===== src/verilog/ddr_app_pkg.sv =====
/*
  Shared definitions for the DDR4 user-clock subsystem
  - Request widths for address, data and byte mask
  - Address field positions in ROW_COLUMN_BANK order
  - Backing store size and command codes
  - Status counter width
*/
`default_nettype none

package ddr_app_pkg;

  // ****************************************
  // Request widths
  // ****************************************
  localparam int APP_ADDR_WIDTH = 8;
  localparam int DATA_WIDTH     = 64;
  // A mask bit of 1 keeps that byte unchanged
  localparam int MASK_WIDTH     = 8;
  localparam int BYTE_WIDTH     = DATA_WIDTH / MASK_WIDTH;

  // ****************************************
  // Address fields, row high and bank low
  // ****************************************
  localparam int BANK_LSB   = 0;
  localparam int BANK_WIDTH = 2;
  localparam int COL_LSB    = 2;
  localparam int COL_WIDTH  = 3;
  localparam int ROW_LSB    = 5;
  localparam int ROW_WIDTH  = 3;
  localparam int NUM_BANKS  = 4;

  // Store word index is bank, then row, then column
  localparam int STORE_DEPTH       = 256;
  localparam int STORE_INDEX_WIDTH = BANK_WIDTH + ROW_WIDTH + COL_WIDTH;

  // ****************************************
  // Commands and status
  // ****************************************
  localparam int CMD_WIDTH = 2;
  localparam logic [CMD_WIDTH-1:0] CMD_NOP      = 2'd0;
  localparam logic [CMD_WIDTH-1:0] CMD_WRITE    = 2'd1;
  localparam logic [CMD_WIDTH-1:0] CMD_READ     = 2'd2;
  localparam logic [CMD_WIDTH-1:0] CMD_READ_CMP = 2'd3;

  localparam int COUNT_WIDTH = 16;

endpackage

`default_nettype wire


===== src/verilog/ddr_app_decode.sv =====
/*
  Request decode stage
  - Drops requests before calibration and no-op commands
  - Splits the application address into bank, row and column
  - Tracks the open row of each bank and flags row misses
*/
`timescale 1ns/1ps
`default_nettype none

module ddr_app_decode (
  input  wire                                    c0_ddr4_clk,
  input  wire                                    reset_i,
  input  wire                                    req_valid_i,
  input  wire  [ddr_app_pkg::CMD_WIDTH-1:0]      req_cmd_i,
  input  wire  [ddr_app_pkg::APP_ADDR_WIDTH-1:0] req_addr_i,
  input  wire  [ddr_app_pkg::DATA_WIDTH-1:0]     req_data_i,
  input  wire  [ddr_app_pkg::MASK_WIDTH-1:0]     req_mask_i,
  input  wire                                    calib_done_i,
  output logic                                   dec_valid_o,
  output logic [ddr_app_pkg::CMD_WIDTH-1:0]      dec_cmd_o,
  output logic [ddr_app_pkg::BANK_WIDTH-1:0]     dec_bank_o,
  output logic [ddr_app_pkg::ROW_WIDTH-1:0]      dec_row_o,
  output logic [ddr_app_pkg::COL_WIDTH-1:0]      dec_col_o,
  output logic [ddr_app_pkg::DATA_WIDTH-1:0]     dec_data_o,
  output logic [ddr_app_pkg::MASK_WIDTH-1:0]     dec_mask_o,
  output logic                                   row_miss_o
);

  logic                                accept;
  logic                                miss;
  logic [ddr_app_pkg::BANK_WIDTH-1:0]  req_bank;
  logic [ddr_app_pkg::ROW_WIDTH-1:0]   req_row;
  logic [ddr_app_pkg::COL_WIDTH-1:0]   req_col;

  // Open row per bank, valid only where the matching flag is set
  logic [ddr_app_pkg::ROW_WIDTH-1:0]   open_row [ddr_app_pkg::NUM_BANKS];
  logic [ddr_app_pkg::NUM_BANKS-1:0]   open_flag;

  // ****************************************
  // Address split and acceptance
  // ****************************************
  assign req_bank = req_addr_i[ddr_app_pkg::BANK_LSB +: ddr_app_pkg::BANK_WIDTH];
  assign req_col  = req_addr_i[ddr_app_pkg::COL_LSB +: ddr_app_pkg::COL_WIDTH];
  assign req_row  = req_addr_i[ddr_app_pkg::ROW_LSB +: ddr_app_pkg::ROW_WIDTH];

  assign accept = req_valid_i & calib_done_i & (req_cmd_i != ddr_app_pkg::CMD_NOP);

  // Closed bank or a different row both count as a miss
  assign miss = ~open_flag[req_bank] | (open_row[req_bank] != req_row);

  // Strobes and open flags
  always_ff @(posedge c0_ddr4_clk) begin
    if (reset_i) begin
      dec_valid_o <= 1'b0;
      row_miss_o  <= 1'b0;
      open_flag   <= '0;
    end else begin
      dec_valid_o <= accept;
      row_miss_o  <= accept & miss;
      if (accept) begin
        open_flag[req_bank] <= 1'b1;
      end
    end
  end

  // ****************************************
  // Payload registers
  // ****************************************
  always_ff @(posedge c0_ddr4_clk) begin
    if (accept) begin
      dec_cmd_o          <= req_cmd_i;
      dec_bank_o         <= req_bank;
      dec_row_o          <= req_row;
      dec_col_o          <= req_col;
      dec_data_o         <= req_data_i;
      dec_mask_o         <= req_mask_i;
      open_row[req_bank] <= req_row;
    end
  end

endmodule

`default_nettype wire


===== config.mk =====
export PLATFORM = sky130hd
export DESIGN_NAME = ddr_app_decode
export DESIGN_NICKNAME = d
export VERILOG_FILES = /design/src/verilog/ddr_app_pkg.sv /design/src/verilog/ddr_app_decode.sv
export SDC_FILE = /design/constraint.sdc
export NUM_CORES = 1
export LEC_CHECK = 0
export ABC_AREA = 1
export BUFFER_PORTS_ARGS = -buffer_cell sky130_fd_sc_hd__buf_4
export CORE_MARGIN = 2
export CORE_UTILIZATION = 28
export CTS_CLUSTER_SIZE = 10
export DETAILED_ROUTE_END_ITERATION = 12
export REMOVE_ABC_BUFFERS = 1
export SLEW_MARGIN = 10
export SYNTH_ARGS = -nofsm -noshare
export SYNTH_HDL_FRONTEND = slang
export SYNTH_SLANG_ARGS = --single-unit

===== constraint.sdc =====
create_clock -name c0_ddr4_clk -period 2.85 [get_ports c0_ddr4_clk]
set_clock_uncertainty 0.2 [all_clocks]
set_input_delay 0.285 -clock c0_ddr4_clk [delete_from_list [all_inputs] [get_ports c0_ddr4_clk]]
set_output_delay 0.285 -clock c0_ddr4_clk [all_outputs]
set_load 0.02 [all_outputs]

[Word level (Yosys, flattened, before mapping)]
Memory sizes are Yosys's and may differ from the RTL's.
Index checks and enable logic that the tools add are counted.
Storage, ports and cells
  flip-flop bits (word level): 88
  bits in writable memories: 12
  bits of input ports: 86
  output and inout bits: 84
  word-level logic and storage cells: 27
  memories: 1
Cells by class
  order comparisons: 2
  eq/ne operators: 1
  mux-type cells: 6
  bitwise gates (word level): 6
  reductions and logical operators: 2
Memory list
  open_row: words 4, width 3, rd ports 1, clocked after Yosys merged registers in 0, write ports 1, RTL line ddr_app_decode.sv:36  | logic [ddr_app_pkg::ROW_WIDTH-1:0] open_row [ddr_app_pkg::NUM_BANKS];
Operators with widths (count)
  2-to-1 mux 1 bit: 4
  bitwise OR 4 bit: 1
  bitwise AND 1 bit: 3
  less-than comparator 2 x 3 -> 1 bit (second input constant): 1
  inequality test 3 bit: 1
  binary-select mux 1 bit (select 2 bit): 1
  demux 1 bit (select 2 bit): 1
  greater-or-equal comparator 2 x 1 -> 1 bit (second input constant): 1
  nonzero test 2 bit: 1
  logical AND 1 bit: 1
  NOT 1 bit: 1
  bitwise OR 1 bit: 1

[Longest topological paths before layout]
  depth after elaboration: 5
  gate-level depth with buffers: 10
  depth with buffers taken out: 9

[Worst setup path before layout]
OpenSTA, ideal clock, no wires.
  path type: input to register
  from: input port req_cmd_i[1] in the netlist's numbering
  to: memory open_row[0][0] in the netlist's numbering (enable)
  library setup time: 0.308 ns
  arrival time: 2.359 ns
  required time: 2.342 ns
  setup slack: -0.018 ns
  cell stages on the path: 4
  buffers on the path: 0
  path through: o211ai_1 -> inv_1 -> nand2_1 -> inv_1
On the way
  cells in the longest elaborated chain, start to end: 4
RTL lines
  start: declaration: RTL line ddr_app_decode.sv:14  | input wire [ddr_app_pkg::CMD_WIDTH-1:0] req_cmd_i,
  nonzero test 2 bit: RTL line ddr_app_decode.sv:46  | assign accept = req_valid_i & calib_done_i & (req_cmd_i != ddr_app_pkg::CMD_NOP);
  bitwise AND 1 bit: RTL line ddr_app_decode.sv:46
  via accept: RTL line ddr_app_decode.sv:29  | logic accept;
  2-to-1 mux 1 bit: RTL line ddr_app_decode.sv:70  | if (accept) begin
  2-to-1 mux 1 bit (implied by the code): RTL line ddr_app_decode.sv:77  | open_row[req_bank] <= req_row;
  end: declaration: RTL line ddr_app_decode.sv:36
The timed path passes the listed nets, and every way through them passes these cells.

[Final worst setup path]
  from: input port req_cmd_i[1] in the netlist's numbering
  to: register open_flag[1] in the netlist's numbering
On the way
  cells in the longest elaborated chain, start to end: 2
RTL lines
  nonzero test 2 bit: RTL line ddr_app_decode.sv:46
  bitwise AND 1 bit: RTL line ddr_app_decode.sv:46
  via accept: RTL line ddr_app_decode.sv:29
  end signal: assignment: RTL line ddr_app_decode.sv:56  | open_flag <= '0;
  end signal: indexed assignment: RTL line ddr_app_decode.sv:61  | open_flag[req_bank] <= 1'b1;
  end: declaration: RTL line ddr_app_decode.sv:37  | logic [ddr_app_pkg::NUM_BANKS-1:0] open_flag;
The timed path passes the listed nets, and every way through them passes these cells.
A chain may end at the register's enable or synchronous reset.

==> reports/metrics.cfg <==
[drt]
avgViaCountPerCell = 4.05
drt-wirelength-per-cell_um = 13.8
ant_nets = 0
drt_first_pass_iters = 4
routed_wire_length_um = 8020
remaining_drc_errors = 0
routed-via-count = 2363
drt-initial-drc-count = 66

[cells_and_area]
fin_nets = 521
mostFrequentLayoutCell = sky130_fd_sc_hd__buf_4
instances_no_fill = 583
diodes = 0
areaGrowthSynthToFinish_pct = 78.7
final_util_pct = 51.1
sequential_cell_area_um2 = 2940
final_design_area_no_fill_um2 = 5810
post_route_cells_drive_above_1_share_pct = 43.9
multi_input_gate_area_in_the_final_layout_um2 = 253
final_cell_mix = sky130_fd_sc_hd__buf_4, sky130_fd_sc_hd__edfxtp_1, sky130_fd_sc_hd__dlygate4sd3_1
nFillCells = 988

[grt]
grt_overflow_total = 0
number_of_antenna_violations_at_the_first_check_in_global_routing = 0
track_usage_pct = 12.9
gr-max-usage-layer = met2
grt_first_pass_wirelength_um = 12200
grtUsageMet1_pct = 13.3
via_count_of_the_first_global_routing_pass = 2439
grt_max_degree = 45
globalRouteMet2Util_pct = 23.5
met3_use_gr_pct = 3.38

[yosys]
yosysWarningCount = 0
yosysSeqAreaShare_pct = 90.5
netlist_area_um2 = 3250
synthCells = 172
ys_ff_latch = 100
synth_cell_type_count = 14
postSynthAreaPerCell_um2 = 18.9

[worst_setup_path]
critical_path_class = in -> reg
worst_setup_path_end_kind = register
crit_required_ns = 2.89
worst-path-buf-inv = 5
critical-path-slowest-cell = sky130_fd_sc_hd__dlygate4sd3_1
timing.critical_path.slowest_cell_delay_ns = 0.53
cp-start-kind = primary input
path_max_fanout = 44
timing.critical_path.max_delay_family = buffers and inverters
timing.critical_path.from = req_cmd_i[1]
cp_cell_sequence = dlygate4sd3_1, buf_4, o211ai_1, clkinv_2, buf_4, nand2_1, inv_1, nor2_1, nor2_1
r2r_start = open_row[2][2]$_DFFE_PP_
arrival_ns = 2.10

[floorplanning]
floorplan.die_area_um2 = 12500
die_height_um = 112
die_width_um = 112
placeableCoreArea_um2 = 11400
ios = 170
standard_cell_rows = 39
initial_core_util_pct = 28.6

[timing]
tightest_slew_ns = 0.550
setup_viol = 0
max_clock_freq_mhz = 486
whs_ns = 0.0713
slew_headroom_pct = 63.3
setup_ws_ns = 0.793
finalWorstPathRequiredPeriod_ns = 2.06
timing.setup.tns_ns = 0
final.period_utilization_pct = 72.2
grt_setup_unrepaired = no
final-max-slew-violation-count = 0
finalHoldViolCount = 0

[run_status]
outcome = complete, no violations

[min_path]
holdCritPathClass = in -> reg
worstHoldStart = req_addr_i[0]

[clocking]
cts_post_setup_buffers_inserted = 0
htreeDepth = 3
clk_pin_slew_ns = 0.07
cts.root.buffer_cell = sky130_fd_sc_hd__clkbuf_16
clk-insertion-delay-late_ns = 0.34
tritoncts = done
ctsResizeCount = 0
cts_buffers = 9
cts.sinks = 100
max-clock-path-buffers = 2
cts_hold_buf = 82

[place]
place_area_um2 = 4700
port_buffers = 169
hpwl_um = 5450
routabilityCongestion = 0.708
place.detailed.instances = 485
detailedPlace.worstSlack_ns = 0.963

[power_and_ir_drop]
power.leakage_nw = 2.43
vdd_ir_drop_max_mv = 0.268
power.density_nw_per_um2 = 571
fin_total_pwr_mw = 3.32

[flow_run]
cap_viol_max_count = 0

[cells by family (layout without fill, tap and decap cells)]
| kind of cell | count (synthesis) | after routing | synth area share, % |
|---|---|---|---|
| buffers and inverters | 11 | 279 | 1.73 |
| AO/OA/AOI/OAI | 2 | 2 | 0.500 |
| AND/OR/NAND/NOR | 59 | 59 | 7.27 |
| flip-flops | 100 | 100 | 90.5 |
[power by group]
| group | leakage, nW | internal, mW | switching (mW) | total (mW) |
|---|---|---|---|---|
| clock network | 0.142 | 0.607 | 0.530 | 1.14 |
| logic | 1.37 | 0.246 | 0.212 | 0.458 |
| registers | 0.919 | 1.70 | 0.0238 | 1.72 |
| total | 2.43 | 2.55 | 0.766 | 3.32 |
[flip-flops by register name, indices dropped and copies added, names as in the netlist]
signal / count
dec_bank_o: 2
dec_cmd_o: 2
dec_col_o: 3
dec_data_o: 64
dec_mask_o: 8
dec_row_o: 3
dec_valid_o: 1
open_flag: 4
open_row: 12
row_miss_o: 1
[layout make-up]
cell class | count | share of cell area (%)
inverter | 10 | 0.797
tap | 143 | 3.08
sequential | 100 | 50.6
timing repair buffer | 253 | 36.2
multi-input combinational | 61 | 4.35
clock inverter | 7 | 1.03
clock buffer | 9 | 3.88
[synthesized netlist by cell type]
cell type                  instances  share of area, %
sky130_fd_sc_hd__a21oi_2           1              0.27
sky130_fd_sc_hd__buf_6             1              0.35
sky130_fd_sc_hd__dfxtp_1           6               3.7
sky130_fd_sc_hd__edfxtp_1         94                87
sky130_fd_sc_hd__inv_1             8              0.92
sky130_fd_sc_hd__inv_2             1              0.12
sky130_fd_sc_hd__inv_8             1              0.35
sky130_fd_sc_hd__nand2_1          39               4.5
sky130_fd_sc_hd__nand3_1           3              0.46
sky130_fd_sc_hd__nand4_1           1              0.19
sky130_fd_sc_hd__nor2_1           14               1.6
sky130_fd_sc_hd__nor2_2            1              0.19
sky130_fd_sc_hd__nor3_2            1              0.31
sky130_fd_sc_hd__o211ai_1          1              0.23
[worst paths after layout]
check / end / slack, ns / depth (start not counted)
min reg2reg: open_flag[2]$_SDFFE_PP0P_ / 0.27 / 2
max: open_flag[1]$_SDFFE_PP0P_ / 0.79 / 9
min: dec_bank_o[0]$_DFFE_PP_ / 0.07 / 1
max reg2reg: row_miss_o$_SDFF_PP0_ / 1.62 / 8
[per-layer routing]
metal  vias up  wire, µm
met5         -         0
met4         0       220
met3        17       503
met2        96      4340
met1      1104      2960
li1       1146         -
(Power assumes the default switching activity.)
