File: config.mk
export PLATFORM = sky130hd
export DESIGN_NAME = ddr_app_result
export DESIGN_NICKNAME = d
export VERILOG_FILES = /design/src/verilog/ddr_app_pkg.sv /design/src/verilog/ddr_app_result.sv
export SDC_FILE = /design/constraint.sdc
export NUM_CORES = 1
export LEC_CHECK = 0
export CAP_MARGIN = 5
export CELL_PAD_IN_SITES_DETAIL_PLACEMENT = 1
export CELL_PAD_IN_SITES_GLOBAL_PLACEMENT = 2
export CORE_ASPECT_RATIO = 1.75
export CORE_MARGIN = 4
export CORE_UTILIZATION = 37
export DETAILED_ROUTE_END_ITERATION = 16
export DONT_BUFFER_PORTS = 1
export GPL_ROUTABILITY_DRIVEN = 0
export HOLD_SLACK_MARGIN = 0.12
export PLACE_DENSITY_LB_ADDON = 0.1
export REMOVE_ABC_BUFFERS = 1
export SYNTH_ARGS = -nofsm -noshare
export SYNTH_HDL_FRONTEND = slang
export SYNTH_SLANG_ARGS = --single-unit
File: constraint.sdc
create_clock -name c0_ddr4_clk -period 3.2 [get_ports c0_ddr4_clk]
set_clock_uncertainty 0.2 [all_clocks]
set_input_delay 0.64 -clock c0_ddr4_clk [delete_from_list [all_inputs] [get_ports c0_ddr4_clk]]
set_output_delay 0.64 -clock c0_ddr4_clk [all_outputs]
set_load 0.01 [all_outputs]
File: src/verilog/ddr_app_pkg.sv
/*
  Shared definitions for the DDR4 user-clock subsystem
  - Request widths for address, data and byte mask
  - Address field positions in ROW_COLUMN_BANK order
  - Backing store size and command codes
  - Status counter width
*/
`default_nettype none

package ddr_app_pkg;

  // ****************************************
  // Request widths
  // ****************************************
  localparam int APP_ADDR_WIDTH = 8;
  localparam int DATA_WIDTH     = 64;
  // A mask bit of 1 keeps that byte unchanged
  localparam int MASK_WIDTH     = 8;
  localparam int BYTE_WIDTH     = DATA_WIDTH / MASK_WIDTH;

  // ****************************************
  // Address fields, row high and bank low
  // ****************************************
  localparam int BANK_LSB   = 0;
  localparam int BANK_WIDTH = 2;
  localparam int COL_LSB    = 2;
  localparam int COL_WIDTH  = 3;
  localparam int ROW_LSB    = 5;
  localparam int ROW_WIDTH  = 3;
  localparam int NUM_BANKS  = 4;

  // Store word index is bank, then row, then column
  localparam int STORE_DEPTH       = 256;
  localparam int STORE_INDEX_WIDTH = BANK_WIDTH + ROW_WIDTH + COL_WIDTH;

  // ****************************************
  // Commands and status
  // ****************************************
  localparam int CMD_WIDTH = 2;
  localparam logic [CMD_WIDTH-1:0] CMD_NOP      = 2'd0;
  localparam logic [CMD_WIDTH-1:0] CMD_WRITE    = 2'd1;
  localparam logic [CMD_WIDTH-1:0] CMD_READ     = 2'd2;
  localparam logic [CMD_WIDTH-1:0] CMD_READ_CMP = 2'd3;

  localparam int COUNT_WIDTH = 16;

endpackage

`default_nettype wire

File: src/verilog/ddr_app_result.sv
/*
  Result stage
  - Returns read data for plain and compare reads
  - Sticky compare error and mismatch count
  - Write, read and row miss counters
*/
`timescale 1ns/1ps
`default_nettype none

module ddr_app_result (
  input  wire                                 c0_ddr4_clk,
  input  wire                                 reset_i,
  input  wire                                 ex_valid_i,
  input  wire  [ddr_app_pkg::CMD_WIDTH-1:0]   ex_cmd_i,
  input  wire  [ddr_app_pkg::DATA_WIDTH-1:0]  ex_rdata_i,
  input  wire  [ddr_app_pkg::DATA_WIDTH-1:0]  ex_expect_i,
  input  wire                                 row_miss_i,
  output logic                                rd_valid_o,
  output logic [ddr_app_pkg::DATA_WIDTH-1:0]  rd_data_o,
  output logic                                compare_error_o,
  output logic [ddr_app_pkg::COUNT_WIDTH-1:0] mismatch_count_o,
  output logic [ddr_app_pkg::COUNT_WIDTH-1:0] wr_count_o,
  output logic [ddr_app_pkg::COUNT_WIDTH-1:0] rd_count_o,
  output logic [ddr_app_pkg::COUNT_WIDTH-1:0] row_miss_count_o
);

  logic is_write;
  logic is_read;
  logic mismatch;

  assign is_write = ex_valid_i & (ex_cmd_i == ddr_app_pkg::CMD_WRITE);
  assign is_read  = ex_valid_i & ((ex_cmd_i == ddr_app_pkg::CMD_READ) |
                                  (ex_cmd_i == ddr_app_pkg::CMD_READ_CMP));
  assign mismatch = ex_valid_i & (ex_cmd_i == ddr_app_pkg::CMD_READ_CMP) &
                    (ex_rdata_i != ex_expect_i);

  // ****************************************
  // Status and counters
  // ****************************************
  always_ff @(posedge c0_ddr4_clk) begin
    if (reset_i) begin
      rd_valid_o       <= 1'b0;
      compare_error_o  <= 1'b0;
      mismatch_count_o <= '0;
      wr_count_o       <= '0;
      rd_count_o       <= '0;
      row_miss_count_o <= '0;
    end else begin
      rd_valid_o <= is_read;
      if (mismatch) begin
        compare_error_o  <= 1'b1;
        mismatch_count_o <= mismatch_count_o + 1'b1;
      end
      if (is_write) begin
        wr_count_o <= wr_count_o + 1'b1;
      end
      if (is_read) begin
        rd_count_o <= rd_count_o + 1'b1;
      end
      // Miss strobe runs one stage ahead, the count is the same
      if (row_miss_i) begin
        row_miss_count_o <= row_miss_count_o + 1'b1;
      end
    end
  end

  // Returned word
  always_ff @(posedge c0_ddr4_clk) begin
    if (is_read) begin
      rd_data_o <= ex_rdata_i;
    end
  end

endmodule

`default_nettype wire

After elaboration in Yosys (flattened, before gate mapping)
Cells that the tools add are included.

Logic and storage cells: 20. Bits in registers: 130. Input port bits: 134.

Equality and inequality tests: 4. Bitwise gates (word level): 5. $add $sub $neg: 4.

Operator list (number): $add A16 B1 Y16 const B (4); $ne A64 B64 Y1 (1); $and A1 B1 Y1 (4); $eq A2 B2 Y1 const B (2); $eq A2 B1 Y1 const B (1); $or A1 B1 Y1 (1).

Longest topological paths before layout
Depth after elaboration: 3. Gate-level depth with buffers: 8. Mapped depth without buffers: 7.

Worst setup path before layout
Ideal clock, no wire load.

Kind: input-to-reg. Start: input ex_valid_i. End: register mismatch_count_o[13] in the netlist's numbering. Path buffers: 1. Path slack: 0.536 ns. Library setup time: 0.071 ns. Data required time: 2.929 ns. Arrival: 2.393 ns. Cell stages on the path: 7. Path through: and2_1 buf_4 nand2_2 inv_1 nand4_1 or4_2 a21oi_1.

Longest elaborated chain between the ends: 2.

Ends and longest elaborated chain: start, declared (RTL line ddr_app_result.sv:13) `input wire ex_valid_i,`; $and A1 B1 Y1 (2 in series) (RTL line ddr_app_result.sv:34) `assign mismatch = ex_valid_i & (ex_cmd_i == ddr_app_pkg::CMD_READ_CMP) &`; end signal, assigned (RTL line ddr_app_result.sv:52) `mismatch_count_o <= mismatch_count_o + 1'b1;`; end, declared (RTL line ddr_app_result.sv:21) `output logic [ddr_app_pkg::COUNT_WIDTH-1:0] mismatch_count_o,`.

Every way passes these cells. A chain may end at the register's enable or synchronous reset.

Final worst setup path
Start: input ex_expect_i[44] in the netlist's numbering. End: register mismatch_count_o[0] in the netlist's numbering.

Longest elaborated chain between the ends: 2.

Ends and longest elaborated chain: start, declared (RTL line ddr_app_result.sv:16) `input wire [ddr_app_pkg::DATA_WIDTH-1:0] ex_expect_i,`; $ne A64 B64 Y1 (RTL line ddr_app_result.sv:35) `(ex_rdata_i != ex_expect_i);`; $and A1 B1 Y1 (RTL line ddr_app_result.sv:34).

Every way passes these cells.

==> results_tabular.tex <==
\begin{tabular}{lr}
\hline
Metric & Value \\
\hline
\multicolumn{2}{l}{\textbf{CTS}} \\
\quad CTS tree & yes \\
\quad Number of CTS-inserted buffers & 17 \\
\quad CTS H-Tree Depth & 4 \\
\quad Clock net sink count & 130 \\
\quad Number of buffers on the longest clock path & 2 \\
\quad Cell chosen for the clock root & sky130\_fd\_sc\_hd\_\_clkbuf\_16 \\
\quad Reg clk slew, reported paths & 0.06 ns \\
\quad Clock latency on the worst-skew pair & 0.41 ns \\
\multicolumn{2}{l}{\textbf{Routing}} \\
\quad Routed length on met1 & 5400 um \\
\quad Met2 wire length & 9500 um \\
\quad Number of nets with antenna violations after detailed routing & 0 \\
\quad Average vias per placed instance & 5.31 \\
\quad Routed wire length & 16,600 um \\
\quad Top routing layer used & met4 \\
\quad DR iter-0 viols & 108 \\
\quad Wire length per cell after detailed routing & 22.2 um \\
\quad Routed length on met3 & 1490 um \\
\quad Number of optimization iterations in the first detailed-route pass & 4 \\
\quad DR vias & 3,977 \\
\quad DRC viols & 0 \\
\multicolumn{2}{l}{\textbf{STA}} \\
\quad Relative slew slack & 43.3\% \\
\quad Hold Violations, Final & 0 \\
\quad Final setup vio count & 0 \\
\quad Final number of max-transition violations & 0 \\
\quad Tcrit/Tclk final & 75.5\% \\
\quad Peak Freq & 0.414 GHz \\
\quad Transition at the pin with the smallest max-transition slack & 0.850 ns \\
\quad Unrepaired setup endpoints after global routing & false \\
\quad Crit path time final & 2.42 ns \\
\multicolumn{2}{l}{\textbf{Layout}} \\
\quad Most common cell after layout, fill and taps aside & sky130\_fd\_sc\_hd\_\_xor2\_1 \\
\quad Final std cell area, no fill & 7050 sq um \\
\quad NumNets Final & 691 \\
\quad Post-layout utilization of the core & 47.8\% \\
\quad Area added between synthesis and finish & 27.1\% \\
\quad Diode insertion count for antenna repair & 0 \\
\quad Share of final-layout standard cells stronger than drive strength 1 & 8.48\% \\
\quad Most frequent cells in the layout & sky130\_fd\_sc\_hd\_\_xor2\_1, sky130\_fd\_sc\_hd\_\_dfxtp\_1, sky130\_fd\_sc\_hd\_\_dlygate4sd3\_1, sky130\_fd\_sc\_hd\_\_edfxtp\_1, sky130\_fd\_sc\_hd\_\_nor2\_1 \\
\multicolumn{2}{l}{\textbf{Synth}} \\
\quad Count of different cell masters after synthesis & 40 \\
\quad Ranking of synthesized cells by area & sky130\_fd\_sc\_hd\_\_edfxtp\_1, sky130\_fd\_sc\_hd\_\_dfxtp\_1, sky130\_fd\_sc\_hd\_\_xor2\_1, sky130\_fd\_sc\_hd\_\_nor2\_1, sky130\_fd\_sc\_hd\_\_nand4\_1 \\
\quad Gate count after technology mapping & 482 \\
\quad Syn\_area\_per\_cell & 11.5 sq um \\
\quad Total of warnings raised by yosys & 0 \\
\quad Post-synthesis cell area & 5550 sq um \\
\quad Fraction of the yosys area taken by sequential cells & 58.5\% \\
\quad Seq cells post-synth & 130 \\
\quad Synth top area share & 34.6\% \\
\quad Largest area contributor in the netlist & sky130\_fd\_sc\_hd\_\_edfxtp\_1 \\
\multicolumn{2}{l}{\textbf{Pwr}} \\
\quad IR Drop Worst-Case VDD & 0.329 mV \\
\quad Sequential fraction of design power & 44.4\% \\
\quad Combinational group share of total power & 4.7\% \\
\quad Net Sw Power & 0.925 mW \\
\quad Internal power & 3.33 mW \\
\quad Proportion of power drawn by the clock network & 50.9\% \\
\quad Lkg Pwr & 2.46 nW \\
\quad Overall power after layout & 4.25 mW \\
\quad Pwr Density & 603 nW/um\^{}2 \\
\quad Switching share of power & 21.8\% \\
\multicolumn{2}{l}{\textbf{Critical path}} \\
\quad Worst R2R Setup Slack & 1.16 ns \\
\quad Worst Setup End Kind & flop \\
\quad Worst setup path endpoint & mismatch\_count\_o[0] \\
\quad Arrival time reported for the critical path endpoint & 2.51 ns \\
\quad Worst R2R Path Depth & 6 \\
\quad Class of the most critical setup path & in2reg \\
\quad Required time at the endpoint of the critical path & 3.30 ns \\
\quad Start point of the critical path & ex\_expect\_i[44] \\
\quad Crit path launch type & input port \\
\quad Highest cell delay on the worst timing path & 0.44 ns \\
\quad Endpoint of the worst-slack reg-to-reg timing path & row\_miss\_count\_o[13] \\
\quad Ordered list of cells on the worst path & xor2\_1, nor4\_1, nand4\_1, nor4\_4, buf\_12, nor2\_4, mux2\_4 \\
\quad CP max stage cell & sky130\_fd\_sc\_hd\_\_nor4\_1 \\
\quad R2R Path Start & row\_miss\_count\_o[3] \\
\quad Max Fanout on Critical Path & 29 \\
\multicolumn{2}{l}{\textbf{GRT}} \\
\quad First-pass GRT wire length & 24,500 um \\
\quad Total overflow reported by the global router & 0 \\
\quad Maximum number of pins on one net before global-route repair & 68 \\
\quad Total routing usage reported by global routing & 18.9\% \\
\quad Number of global-route vias before repair & 4,278 \\
\quad Number of antenna violations at the first check in global routing & 0 \\
\multicolumn{2}{l}{\textbf{Placed design}} \\
\quad Placed wire-length estimate & 12,200 um \\
\quad Placed Instance Area & 5730 sq um \\
\quad Number of buffers added on ports & 0 \\
\multicolumn{2}{l}{\textbf{Min path}} \\
\quad Worst min-delay path category & in2reg \\
\multicolumn{2}{l}{\textbf{Floorplanning}} \\
\quad I/O pin count & 264 \\
\quad Num rows & 59 \\
\quad Height of the chip & 170 um \\
\quad Placeable core region & 14,800 sq um \\
\quad Starting density of the core & 37.6\% \\
\quad Width of the chip & 101 um \\
\quad Die footprint & 17,100 sq um \\
\multicolumn{2}{l}{\textbf{Status}} \\
\quad Result of the run & complete, no violations \\
\multicolumn{2}{l}{\textbf{Run}} \\
\quad \# Max-Cap Violations & 0 \\
\hline
\end{tabular}
state kept, by name (all words and copies together) (netlist names):
register	count
wr_count_o	16
mismatch_count_o	16
compare_error_o	1
rd_data_o	64
rd_count_o	16
rd_valid_o	1
row_miss_count_o	16
through the flow:
stage	instances	TNS (ns)	setup WS, ns	hold WS [ns]
final	749	0	0.783	0.191
after global routing	749	0	0.694	0.178
after CTS	749	0	0.744	0.170
after detailed placement	652	0	0.306	0.339
after global placement	652	0	0.346	0.330
after floorplan	466	-13.82	-1.09	0.290
metal layers:
layer | vias up | track usage [%]
li1 | 1869 | -
met1 | 1914 | 17.4
met2 | 177 | 37.0
met3 | 17 | 7.30
met4 | 0 | 6.22
met5 | - | 0
power by group through the flow:
stage / clock network [mW] / logic (mW) / registers (mW)
after floorplan: 0 / 0.0884 / 1.91
after global placement: 0 / 0.107 / 1.92
final: 2.16 / 0.198 / 1.89
after global routing: 2.30 / 0.214 / 1.89
after CTS: 2.23 / 0.198 / 1.89
after detailed placement: 0 / 0.112 / 1.93
cells in the mapped netlist:
master / count
sky130_fd_sc_hd__xor2_1: 89
sky130_fd_sc_hd__dfxtp_1: 66
sky130_fd_sc_hd__edfxtp_1: 64
sky130_fd_sc_hd__nor2_1: 48
sky130_fd_sc_hd__nand2_1: 25
sky130_fd_sc_hd__a21oi_1: 21
sky130_fd_sc_hd__nand4_1: 19
sky130_fd_sc_hd__nand3_1: 17
sky130_fd_sc_hd__nor4_1: 16
sky130_fd_sc_hd__o31ai_1: 12
sky130_fd_sc_hd__xnor2_1: 11
sky130_fd_sc_hd__or4_1: 10
sky130_fd_sc_hd__and3_1: 9
sky130_fd_sc_hd__o21ai_0: 9
sky130_fd_sc_hd__or3_1: 9
sky130_fd_sc_hd__clkbuf_1: 7
sky130_fd_sc_hd__and2_1: 4
sky130_fd_sc_hd__ha_1: 4
sky130_fd_sc_hd__inv_1: 4
sky130_fd_sc_hd__mux2i_1: 4
sky130_fd_sc_hd__and4_1: 3
sky130_fd_sc_hd__buf_2: 3
sky130_fd_sc_hd__nor3_1: 3
sky130_fd_sc_hd__a21oi_2: 2
sky130_fd_sc_hd__buf_1: 2
sky130_fd_sc_hd__buf_4: 2
sky130_fd_sc_hd__nand2b_1: 2
sky130_fd_sc_hd__nor2b_1: 2
sky130_fd_sc_hd__o21ai_1: 2
sky130_fd_sc_hd__or3_2: 2
sky130_fd_sc_hd__or4_2: 2
sky130_fd_sc_hd__and3b_1: 1
sky130_fd_sc_hd__buf_12: 1
sky130_fd_sc_hd__buf_6: 1
sky130_fd_sc_hd__mux2_4: 1
sky130_fd_sc_hd__nand2_2: 1
sky130_fd_sc_hd__nor2_4: 1
sky130_fd_sc_hd__nor4_2: 1
sky130_fd_sc_hd__o21ba_2: 1
sky130_fd_sc_hd__or2_2: 1
layout make-up:
class                      count  area (sq um)
fill                        1556          7710
clock inverter                14           229
multi-input combinational    332          2200
inverter                       4          15.0
clock buffer                  18           429
sequential                   130          3240
tap                          183           229
timing repair buffer          68           703
how the worst min path moves through the flow:
stage / slack (ns) / end / from / cells after the start
2_1_floorplan: 0.29 / mismatch_count_o[15] / mismatch_count_o[15] / 2
3_3_place_gp: 0.33 / wr_count_o[15] / wr_count_o[15] / 2
3_5_place_dp: 0.34 / mismatch_count_o[15] / mismatch_count_o[15] / 2
4_1_cts: 0.17 / row_miss_count_o[0] / row_miss_i / 2
5_1_grt: 0.18 / compare_error_o / reset_i / 1
6_report: 0.19 / row_miss_count_o[0] / row_miss_i / 2
kinds of logic (layout without fill, tap and decap cells):
group | after synthesis | in the layout | synth area share [%]
adder cells (fa/ha/maj) | 4 | 4 | 0.902
AO/OA/AOI/OAI | 47 | 47 | 5.01
AND/OR/NAND/NOR | 176 | 176 | 16.9
XOR/XNOR | 100 | 100 | 15.8
buffers and inverters | 20 | 104 | 1.99
flip-flops | 130 | 130 | 58.5
multiplexers | 5 | 5 | 0.993
critical path, delay by kind of cell:
| kind | cells | cell delay, ns |
|---|---|---|
| xor+xnor | 1 | 0.14 |
| simple gates | 4 | 1.20 |
| buf+inv | 1 | 0.21 |
| mux | 1 | 0.30 |
what timing repair did:
| action | in CTS | in global routing |
|---|---|---|
| gates resized for setup | 0 | 0 |
| hold buffers | 65 | 0 |
| hold endpoints to repair | 127 | 0 |
| setup buffers | 0 | 0 |
No activity file was read; power rests on OpenSTA's default activity.
